[config.mk]
export PLATFORM = sky130hd
export DESIGN_NAME = hdmi_frame_loop_top
export DESIGN_NICKNAME = d
export VERILOG_FILES = /design/src/hdmi_loop_pkg.sv /design/src/fb_mem.sv /design/src/fb_read_ctrl.sv /design/src/fb_write_ctrl.sv /design/src/hdmi_frame_loop_top.sv /design/src/video_timing_gen.sv
export SDC_FILE = /design/constraint.sdc
export NUM_CORES = 2
export LEC_CHECK = 0
export BUFFER_PORTS_ARGS = -buffer_cell sky130_fd_sc_hd__buf_2
export CORE_UTILIZATION = 63
export CTS_CLUSTER_DIAMETER = 40
export DETAILED_ROUTE_END_ITERATION = 8
export GPL_TIMING_DRIVEN = 0
export PLACE_DENSITY_LB_ADDON = 0.2
export SYNTH_ARGS = -nofsm -noshare
export SYNTH_HDL_FRONTEND = slang
export SYNTH_SLANG_ARGS = --single-unit
export TNS_END_PERCENT = 1
[constraint.sdc]
create_clock -name core_clk -period 3.2 [get_ports core_clk]
set_input_delay 0.8 -clock core_clk [delete_from_list [all_inputs] [get_ports core_clk]]
set_output_delay 0.8 -clock core_clk [all_outputs]
set_load 0.05 [all_outputs]
[src/hdmi_loop_pkg.sv]
`default_nettype none

package hdmi_loop_pkg;

  ////////////////////
  // raster timing
  ////////////////////
  localparam int H_ACT   = 16;  // active clocks per line
  localparam int H_FP    = 2;   // front porch
  localparam int H_SYNC  = 3;   // hs pulse width
  localparam int H_BP    = 3;   // back porch
  localparam int H_TOTAL = 24;  // whole line

  localparam int V_ACT   = 8;   // active lines per frame
  localparam int V_FP    = 1;
  localparam int V_SYNC  = 2;   // vs width in lines
  localparam int V_BP    = 2;
  localparam int V_TOTAL = 13;  // whole frame

  localparam int X_BITS = 5;  // holds 0..H_TOTAL-1
  localparam int Y_BITS = 4;  // holds 0..V_TOTAL-1

  ////////////////////
  // pixel and store sizes
  ////////////////////
  localparam int COLOR_BITS   = 8;              // rgb888 channel
  localparam int PIX565_BITS  = 16;             // packed store word
  localparam int FRAME_PIXELS = H_ACT * V_ACT;  // 128 words
  localparam int ADDR_BITS    = 7;              // clog2 of frame size

  typedef enum logic
  {
    WR_WAIT_SYNC,  // idle until the first input vs
    WR_FILL        // taking pixels
  } wr_state_t;

  typedef enum logic
  {
    RD_BLANK,  // nothing complete yet, send black
    RD_SHOW    // store holds a full image
  } rd_state_t;

endpackage

`default_nettype wire

[src/fb_mem.sv]
`timescale 1ns/1ps
`default_nettype none

module fb_mem (
  input  logic                                  core_clk,
  input  logic                                  wr_en,
  input  logic [hdmi_loop_pkg::ADDR_BITS-1:0]   wr_addr,
  input  logic [hdmi_loop_pkg::PIX565_BITS-1:0] wr_data,
  input  logic [hdmi_loop_pkg::ADDR_BITS-1:0]   rd_addr,
  output logic [hdmi_loop_pkg::PIX565_BITS-1:0] rd_data
);
  import hdmi_loop_pkg::*;

  logic [PIX565_BITS-1:0] mem [FRAME_PIXELS];  // one rgb565 frame

  always_ff @(posedge core_clk)
  begin
    if (wr_en)
      mem[wr_addr] <= wr_data;  // write port
    rd_data <= mem[rd_addr];    // registered read, 1 clock
  end

endmodule

`default_nettype wire

[src/fb_read_ctrl.sv]
`timescale 1ns/1ps
`default_nettype none

module fb_read_ctrl (
  input  logic                                  core_clk,
  input  logic                                  rst_in,
  input  logic                                  raw_hs,
  input  logic                                  raw_vs,
  input  logic                                  rd_req,
  input  logic                                  frame_valid,
  output logic [hdmi_loop_pkg::ADDR_BITS-1:0]   rd_addr,
  input  logic [hdmi_loop_pkg::PIX565_BITS-1:0] rd_data,
  output logic                                  hs_out,
  output logic                                  vs_out,
  output logic                                  de_out,
  output logic [hdmi_loop_pkg::COLOR_BITS-1:0]  r_out,
  output logic [hdmi_loop_pkg::COLOR_BITS-1:0]  g_out,
  output logic [hdmi_loop_pkg::COLOR_BITS-1:0]  b_out
);
  import hdmi_loop_pkg::*;

  rd_state_t state;
  logic      hs_d1;  // first delay stage
  logic      vs_d1;
  logic      de_d1;  // lines up with rd_data
  logic      pix_on;

  assign pix_on = de_d1 && (state == RD_SHOW);

  ////////////////////
  // address and display state
  ////////////////////
  always_ff @(posedge core_clk)
  begin
    if (!rst_in)
    begin
      rd_addr <= '0;
      state   <= RD_BLANK;
    end
    else
    begin
      if (raw_vs)
        rd_addr <= '0;  // rewind each frame
      else if (rd_req)
        rd_addr <= rd_addr + 1'b1;
      if (state == RD_BLANK && raw_vs && frame_valid)
        state <= RD_SHOW;  // switch only inside vsync
    end
  end

  ////////////////////
  // two-stage output pipe
  ////////////////////
  always_ff @(posedge core_clk)
  begin
    if (!rst_in)
    begin
      hs_d1  <= 1'b0;
      vs_d1  <= 1'b0;
      de_d1  <= 1'b0;
      hs_out <= 1'b0;
      vs_out <= 1'b0;
      de_out <= 1'b0;
      r_out  <= '0;
      g_out  <= '0;
      b_out  <= '0;
    end
    else
    begin
      hs_d1  <= raw_hs;  // matches memory read latency
      vs_d1  <= raw_vs;
      de_d1  <= rd_req;
      hs_out <= hs_d1;
      vs_out <= vs_d1;
      de_out <= de_d1;
      // zero-fill low bits back to 8
      r_out  <= pix_on ? {rd_data[15:11], 3'b000} : '0;
      g_out  <= pix_on ? {rd_data[10:5], 2'b00}   : '0;
      b_out  <= pix_on ? {rd_data[4:0], 3'b000}   : '0;
    end
  end

endmodule

`default_nettype wire

[src/fb_write_ctrl.sv]
`timescale 1ns/1ps
`default_nettype none

module fb_write_ctrl (
  input  logic                                  core_clk,
  input  logic                                  rst_in,
  input  logic                                  vs_in,
  input  logic                                  de_in,
  input  logic [hdmi_loop_pkg::COLOR_BITS-1:0]  r_in,
  input  logic [hdmi_loop_pkg::COLOR_BITS-1:0]  g_in,
  input  logic [hdmi_loop_pkg::COLOR_BITS-1:0]  b_in,
  output logic                                  wr_en,
  output logic [hdmi_loop_pkg::ADDR_BITS-1:0]   wr_addr,
  output logic [hdmi_loop_pkg::PIX565_BITS-1:0] wr_data,
  output logic                                  frame_valid
);
  import hdmi_loop_pkg::*;

  wr_state_t              state;
  logic [ADDR_BITS-1:0]   addr_cnt;    // next store slot
  logic                   frame_full;  // last slot taken this frame
  logic [PIX565_BITS-1:0] pix565;

  // keep top 5/6/5 bits
  assign pix565 = {r_in[COLOR_BITS-1 -: 5], g_in[COLOR_BITS-1 -: 6], b_in[COLOR_BITS-1 -: 5]};

  always_ff @(posedge core_clk)
  begin
    if (!rst_in)
    begin
      state       <= WR_WAIT_SYNC;
      addr_cnt    <= '0;
      frame_full  <= 1'b0;
      wr_en       <= 1'b0;
      frame_valid <= 1'b0;
    end
    else
    begin
      wr_en <= 1'b0;  // single-cycle strobe
      case (state)
        WR_WAIT_SYNC:
          if (vs_in)
            state <= WR_FILL;  // align to a frame start
        WR_FILL:
          if (vs_in)
          begin
            addr_cnt   <= '0;  // held at top of frame
            frame_full <= 1'b0;
          end
          else if (de_in && !frame_full)
          begin
            wr_en    <= 1'b1;
            addr_cnt <= addr_cnt + 1'b1;
            if (addr_cnt == ADDR_BITS'(FRAME_PIXELS - 1))
              frame_full <= 1'b1;  // drop the rest of this frame
          end
      endcase
      if (wr_en && wr_addr == ADDR_BITS'(FRAME_PIXELS - 1))
        frame_valid <= 1'b1;  // sticky, store keeps last full image
    end
  end

  // write payload, qualified by wr_en
  always_ff @(posedge core_clk)
  begin
    wr_addr <= addr_cnt;
    wr_data <= pix565;
  end

endmodule

`default_nettype wire

[src/hdmi_frame_loop_top.sv]
`timescale 1ns/1ps
`default_nettype none

module hdmi_frame_loop_top (
  input  logic                                 core_clk,
  input  logic                                 rst_in,
  input  logic                                 vs_in,
  input  logic                                 de_in,
  input  logic [hdmi_loop_pkg::COLOR_BITS-1:0] r_in,
  input  logic [hdmi_loop_pkg::COLOR_BITS-1:0] g_in,
  input  logic [hdmi_loop_pkg::COLOR_BITS-1:0] b_in,
  output logic                                 hs_out,
  output logic                                 vs_out,
  output logic                                 de_out,
  output logic [hdmi_loop_pkg::COLOR_BITS-1:0] r_out,
  output logic [hdmi_loop_pkg::COLOR_BITS-1:0] g_out,
  output logic [hdmi_loop_pkg::COLOR_BITS-1:0] b_out,
  output logic                                 frame_valid
);
  import hdmi_loop_pkg::*;

  logic                   raw_hs;
  logic                   raw_vs;
  logic                   rd_req;   // raster active area
  logic                   wr_en;
  logic [ADDR_BITS-1:0]   wr_addr;
  logic [PIX565_BITS-1:0] wr_data;
  logic [ADDR_BITS-1:0]   rd_addr;
  logic [PIX565_BITS-1:0] rd_data;

  ////////////////////
  // input side
  ////////////////////
  fb_write_ctrl u_wr (
    .core_clk    (core_clk),
    .rst_in      (rst_in),
    .vs_in       (vs_in),
    .de_in       (de_in),
    .r_in        (r_in),
    .g_in        (g_in),
    .b_in        (b_in),
    .wr_en       (wr_en),
    .wr_addr     (wr_addr),
    .wr_data     (wr_data),
    .frame_valid (frame_valid)
  );

  fb_mem u_mem (
    .core_clk (core_clk),
    .wr_en    (wr_en),
    .wr_addr  (wr_addr),
    .wr_data  (wr_data),
    .rd_addr  (rd_addr),
    .rd_data  (rd_data)
  );

  ////////////////////
  // output side
  ////////////////////
  video_timing_gen u_tg (
    .core_clk (core_clk),
    .rst_in   (rst_in),
    .raw_hs   (raw_hs),
    .raw_vs   (raw_vs),
    .rd_req   (rd_req)
  );

  fb_read_ctrl u_rd (
    .core_clk    (core_clk),
    .rst_in      (rst_in),
    .raw_hs      (raw_hs),
    .raw_vs      (raw_vs),
    .rd_req      (rd_req),
    .frame_valid (frame_valid),
    .rd_addr     (rd_addr),
    .rd_data     (rd_data),
    .hs_out      (hs_out),
    .vs_out      (vs_out),
    .de_out      (de_out),
    .r_out       (r_out),
    .g_out       (g_out),
    .b_out       (b_out)
  );

endmodule

`default_nettype wire

[src/video_timing_gen.sv]
`timescale 1ns/1ps
`default_nettype none

module video_timing_gen (
  input  logic core_clk,
  input  logic rst_in,
  output logic raw_hs,
  output logic raw_vs,
  output logic rd_req
);
  import hdmi_loop_pkg::*;

  logic [X_BITS-1:0] h_cnt;  // pixel within line
  logic [Y_BITS-1:0] v_cnt;  // line within frame
  logic              h_last;
  logic              v_last;

  assign h_last = (h_cnt == X_BITS'(H_TOTAL - 1));  // end of line
  assign v_last = (v_cnt == Y_BITS'(V_TOTAL - 1));  // last line of frame

  ////////////////////
  // raster counters
  ////////////////////
  always_ff @(posedge core_clk)
  begin
    if (!rst_in)
    begin
      h_cnt <= '0;  // 0 is first active pixel
      v_cnt <= '0;
    end
    else
    begin
      if (h_last)
      begin
        h_cnt <= '0;
        if (v_last)
          v_cnt <= '0;  // new frame
        else
          v_cnt <= v_cnt + 1'b1;
      end
      else
      begin
        h_cnt <= h_cnt + 1'b1;
      end
    end
  end

  ////////////////////
  // decoded syncs, one clock behind counters
  ////////////////////
  // line order is active, front porch, sync, back porch; same for lines
  always_ff @(posedge core_clk)
  begin
    if (!rst_in)
    begin
      raw_hs <= 1'b0;
      raw_vs <= 1'b0;
      rd_req <= 1'b0;
    end
    else
    begin
      rd_req <= (h_cnt < X_BITS'(H_ACT)) && (v_cnt < Y_BITS'(V_ACT));  // active area
      raw_hs <= (h_cnt >= X_BITS'(H_ACT + H_FP)) &&
                (h_cnt <  X_BITS'(H_ACT + H_FP + H_SYNC));  // active high
      raw_vs <= (v_cnt >= Y_BITS'(V_ACT + V_FP)) &&
                (v_cnt <  Y_BITS'(V_ACT + V_FP + V_SYNC));  // whole lines
    end
  end

endmodule

`default_nettype wire
Word level (Yosys, flattened, before mapping):

Memory sizes are Yosys's and may differ from the RTL's. A register that Yosys moved wholly into a read port is not among the register bits.
Cells that the tools add are included.

* register bits after elaboration: 84
* RAM bits: 2048
* input bits: 28
* output and inout bits: 28
* logic and storage cells: 72
* memories: 1

* $add $sub $neg: 4
* order comparisons: 6
* equal/unequal tests: 4
* muxes and demuxes: 11
* bitwise gates (word level): 3
* reductions and logical operators: 17

Memory list
* u_mem.mem: depth 128, bits a word 16, read ports 1, clocked after memory_dff 1, write ports 1, line fb_mem.sv:14 `logic [PIX565_BITS-1:0] mem [FRAME_PIXELS];`

Operator list (count)
* adder 7 x 1 -> 7 bit (second input constant): 2
* == test 7 bit (second input constant): 2
* 2-to-1 mux 7 bit: 2
* less-than comparator 5 bit (second input constant): 2
* logical AND 1 bit: 8
* less-than comparator 4 bit (second input constant): 2
* 2-to-1 mux 1 bit: 8
* adder 5 x 1 -> 5 bit (second input constant): 1
* == test 5 bit (second input constant): 1
* >= comparator 5 bit (second input constant): 1
* adder 4 x 1 -> 4 bit (second input constant): 1
* == test 4 bit (second input constant): 1
* >= comparator 4 bit (second input constant): 1
* 2-to-1 mux 4 bit: 1
* AND reduction 2 bit: 2
* nonzero test 2 bit: 2
* OR reduction 2 bit: 2
* NOT 1 bit: 3
* AND reduction 3 bit: 1
* OR reduction 3 bit: 1
* logical NOT 1 bit: 1

Longest topological paths before layout:

* depth in word-level cells: 4
* mapped depth: 11
* gate-level depth less buffers: 7

Hierarchy:

A second synthesis with hierarchy kept.

* cell total of the unflattened synthesis: 3307
* area, all modules: 81011.4 um^2

By module, submodules not included
* fb_mem: instances 1, cells each 3086, area an instance 78522.8 um^2, sequential area each 61819.3 um^2
* fb_read_ctrl: instances 1, cells each 90, area an instance 983.4 um^2, sequential area each 600.6 um^2
* fb_write_ctrl: instances 1, cells each 74, area an instance 940.9 um^2, sequential area each 680.7 um^2
* video_timing_gen: instances 1, cells each 57, area an instance 564.3 um^2, sequential area each 240.2 um^2

Worst setup path after synthesis:

Ideal clock, no wire load.

* path type: register -> register
* from: register u_wr.wr_addr[4] (netlist bit)
* to: memory u_mem.mem[82][0], enable pin
* library setup time: 0.409 ns
* data arrival time: 2.079 ns
* data required time: 2.791 ns
* path slack: 0.712 ns
* cell stages (with the launch flop): 4
* path buffers: 0
* cell sequence: dfxtp_1 > nor2b_1 > nand3_1 > nor3_1

RTL lines
* from (decl): line fb_write_ctrl.sv:13 `output logic [hdmi_loop_pkg::ADDR_BITS-1:0] wr_addr,`
* from (signal assigned): line fb_write_ctrl.sv:66 `wr_addr <= addr_cnt;`
* to (decl): line fb_mem.sv:14

No word-level cell before the write port.

==> impl_table.tex <==
\begin{tabular}{lr}
\hline
Metric & Value \\
\hline
\multicolumn{2}{l}{\textbf{Status}} \\
Outcome & finished with violations \\
Violations in the final reports & max-capacitance violations, max-slew violations, negative setup slack \\
\multicolumn{2}{l}{\textbf{Cells and area}} \\
Area added between synthesis and finish & 17.65\% \\
Most frequent cells in the layout & edfxtp\_1 (2,048), mux4\_2 (420), mux2i\_1 (268), clkbuf\_16 (232), buf\_8 (119) \\
Multi-input logic area & 0.01820 sq mm \\
Count of non-filler cells in the finished layout & 6,232 \\
Number of nets at the end of the flow & 4,334 \\
Most common library cell in the layout ignoring fill and taps & edfxtp\_1 \\
Filler cell count in the final layout & 6,828 \\
Register Area & 0.06340 sq mm \\
Share of final-layout standard cells stronger than drive strength 1 & 31.79\% \\
Final Cell Area & 0.09644 sq mm \\
\multicolumn{2}{l}{\textbf{Logic synthesis}} \\
Commonest register cell after synthesis & edfxtp\_1 \\
Yosys Warn Count & 0 \\
Syn Std Cell Area & 0.08197 sq mm \\
Avg Synthesized Cell Area & 21.24 sq um \\
Number of flops mapped to enable cells by yosys & 2,048 \\
Share of the yosys chip area belonging to registers & 77.27\% \\
Synthesized instance count & 3,859 \\
Library cells used by synthesis & 68 \\
Ys async rst share & 0\% \\
Flop and latch count out of synthesis & 2,140 \\
\multicolumn{2}{l}{\textbf{Detailed routing}} \\
Total Routed Length & 278,600 um \\
Total vias in the final route & 46,749 \\
ANT nets after route & 0 \\
Detailed-route vias per instance & 7.501 \\
Routed wire length per instance & 44.70 um \\
Number of violations reported at the end of detailed-routing iteration 0 & 9,237 \\
Pre-antenna DRT Iters & 7 \\
DRC Markers & 0 \\
\multicolumn{2}{l}{\textbf{CTS}} \\
Largest buffer count on any clock path & 3 \\
CTS tree & built \\
Post-CTS clock slew at the launch and capture registers of the worst setup and hold paths & 60 ps \\
Clock insertion delay at the later pin of the skew report & 880 ps \\
Max H-tree Level & 4 \\
Total CTS buffers & 226 \\
Clock net sink count & 2,140 \\
Root buffer selected by CTS & clkbuf\_16 \\
\multicolumn{2}{l}{\textbf{Placed design}} \\
IO buf count & 39 \\
Final HPWL DP & 179,800 um \\
Placed cell areas & 0.08747 sq mm \\
Placed Cells & 5,784 \\
Gpl congestion & 1.079 \\
\multicolumn{2}{l}{\textbf{Global routing}} \\
Antenna violations before repair & 17 \\
Most congested layer reported by global routing & met2 \\
Overflow after GRT & 0 \\
Maximum number of pins on one net before global-route repair & 95 \\
Wire length of the first global-routing pass & 370,700 um \\
Grt met3 use & 18.19\% \\
Aggregate global-route resource usage & 43.00\% \\
Number of global-route vias before repair & 44,202 \\
Met2 layer usage reported by global route & 60.30\% \\
Met1 track utilization from global routing & 54.31\% \\
\multicolumn{2}{l}{\textbf{Setup path}} \\
Delay contributed by the slowest stage of the critical path & 910 ps \\
Startpoint type of the worst setup path & flip-flop \\
Cells along the critical path & buf\_2 > buf\_2 > clkbuf\_1 > o21ai\_1 > a211o\_1 > o31a\_1 \\
Number of buffer and inverter instances along the worst setup path & 3 \\
CP Data Required Time & 3930 ps \\
Worst setup path class & reg -> reg \\
Slowest CP cell & clkbuf\_1 \\
Worst path most repeated cell & buf\_2 \\
Biggest fanout along the worst timing path & 10 \\
Worst EP arrival & 4300 ps \\
Type of element capturing the critical path & flip-flop \\
Top Family by Delay on Critical Path & buffers and inverters \\
\multicolumn{2}{l}{\textbf{Hold path}} \\
Worst hold-check path type & in -> reg \\
\multicolumn{2}{l}{\textbf{Job}} \\
Count of max-cap constraint violations & 6 \\
\multicolumn{2}{l}{\textbf{STA}} \\
Unrepaired setup endpoints after global routing & true \\
Actual slew at the worst max-slew pin & 1781 ps \\
Max-slew headroom at the worst pin & -18.76\% \\
Final Worst Setup Slack & -373.7 ps \\
Final setup viols & 514 \\
Setup tns final & -75,190 ps \\
Final hold violation count & 0 \\
Peak clock frequency supported by timing & 0.2798 GHz \\
Post-route clock period utilization & 111.7\% \\
Max Slew Vio Count & 66 \\
Final worst path period need & 3574 ps \\
Maximum clock skew at final layout & 37.34 ps \\
\multicolumn{2}{l}{\textbf{Floorplanning}} \\
Height of the chip & 362.7 um \\
Number of placement rows & 131 \\
Starting density of the core & 63.87\% \\
Total I/O pin count & 56 \\
Core Region & 0.1283 sq mm \\
Overall die area & 0.1316 sq mm \\
Die width & 362.7 um \\
\multicolumn{2}{l}{\textbf{Pwr}} \\
Total Power & 61,980 uW \\
Static leakage & 0.02999 uW \\
Power density over the cells & 642.7 mW/mm\^{}2 \\
Worst-case vdd ir drop & 0.6555 mV \\
\hline
\end{tabular}
==> report_power, final <==
group | total [uW] | switching (uW) | internal [uW]
Combinational | 4340 | 2820 | 1520
Clock | 26700 | 11400 | 15300
Sequential | 30900 | 236 | 30700
Total | 62000 | 14500 | 47500
==> cell type report <==
| cell class | instances | share of cell area [%] |
|---|---|---|
| tap | 1729 | 2.243 |
| timing repair buffer | 205 | 3.146 |
| sequential | 2140 | 65.74 |
| multi-input combinational | 1507 | 18.87 |
| clock inverter | 143 | 1.600 |
| clock buffer | 284 | 6.295 |
| inverter | 5 | 0.01946 |
| buffer | 214 | 2.068 |
| antenna | 5 | 0.01297 |
==> per-layer routing <==
layer	vias up	wire (um)	share of wire, %
met2	4871	118700	43
met5	-	305	0.11
met1	23723	88000	32
met3	1151	47030	17
li1	16986	-	-
met4	18	24540	8.8
==> sequential cells by signal (all words and copies together) (netlist names), 4 cells and up <==
signal         flops
u_mem.mem       2048
u_mem.rd_data     16
u_wr.wr_data      16
u_rd.rd_addr       7
u_wr.addr_cnt      7
u_wr.wr_addr       7
u_rd.g_out         6
u_rd.b_out         5
u_rd.r_out         5
u_tg.h_cnt         5
u_tg.v_cnt         4
==> path summary, 6_finish.rpt <==
check / start / end / slack [ps] / cells after the start
min reg2reg: u_wr.addr_cnt[6] / u_wr.wr_addr[6] / 390 / 0
min: b_in[3] / u_wr.wr_data[0] / 20 / 1
max: u_rd.rd_addr[3] / u_mem.rd_data[4] / -370 / 6
max reg2reg: u_rd.rd_addr[3] / u_mem.rd_data[4] / -370 / 6
==> logic make-up (layout without fill, tap and decap cells) <==
group	count (synthesis)	count (layout)	share of synthesized area [%]
flops	2140	2140	77.27
mux	752	752	15.65
simple gates	407	407	2.300
compound gates	323	323	2.786
buf+inv	219	851	1.777
xor+xnor	10	10	0.1069
fa+ha+maj	7	7	0.1068
other cells	1	13	0.004575
==> Yosys cell counts (all sizes together), types with 7 or more instances <==
cell type  instances  area share [%]
edfxtp          2048              75
mux4             420              12
mux2i            296             3.6
nor2             176            0.81
buf              158             1.5
dfxtp             92             2.2
nand2             80            0.37
clkbuf            56            0.26
a22oi             53            0.49
o21ai             51            0.31
o22ai             45            0.34
mux2              36            0.49
a21oi             35            0.21
a211oi            34            0.31
o221ai            33            0.35
and2              30            0.23
nand3             29            0.18
nor2b             24            0.19
nor3              17            0.10
a2111oi           10            0.12
a22o              10            0.11
nand4             10           0.076
a221oi             9            0.10
nand2b             8           0.061
nor4               8           0.061
xor2               8           0.085
ha                 7            0.11
==> repair_timing <==
action | in CTS | in global routing
setup buffers | 3 | 5
resized for setup | 269 | 40
setup endpoints to repair | 74 | 266
hold endpoints to repair | 8 | 0
gates cloned | 0 | 0
pin swaps | 7 | 6
hold buffers | 8 | 0
==> stage by stage <==
stage	worst slack, ps	utilization [%]	hold slack, ps
2_1_floorplan	712.0	-	356.1
3_5_place_dp	-1507	68.16	377.8
4_1_cts	-115.6	74.99	0.9014
3_3_place_gp	-1557	65.73	367.4
6_report	-373.7	75.14	19.93
5_1_grt	-203.9	75.13	6.848
(Power assumes the default switching activity.)
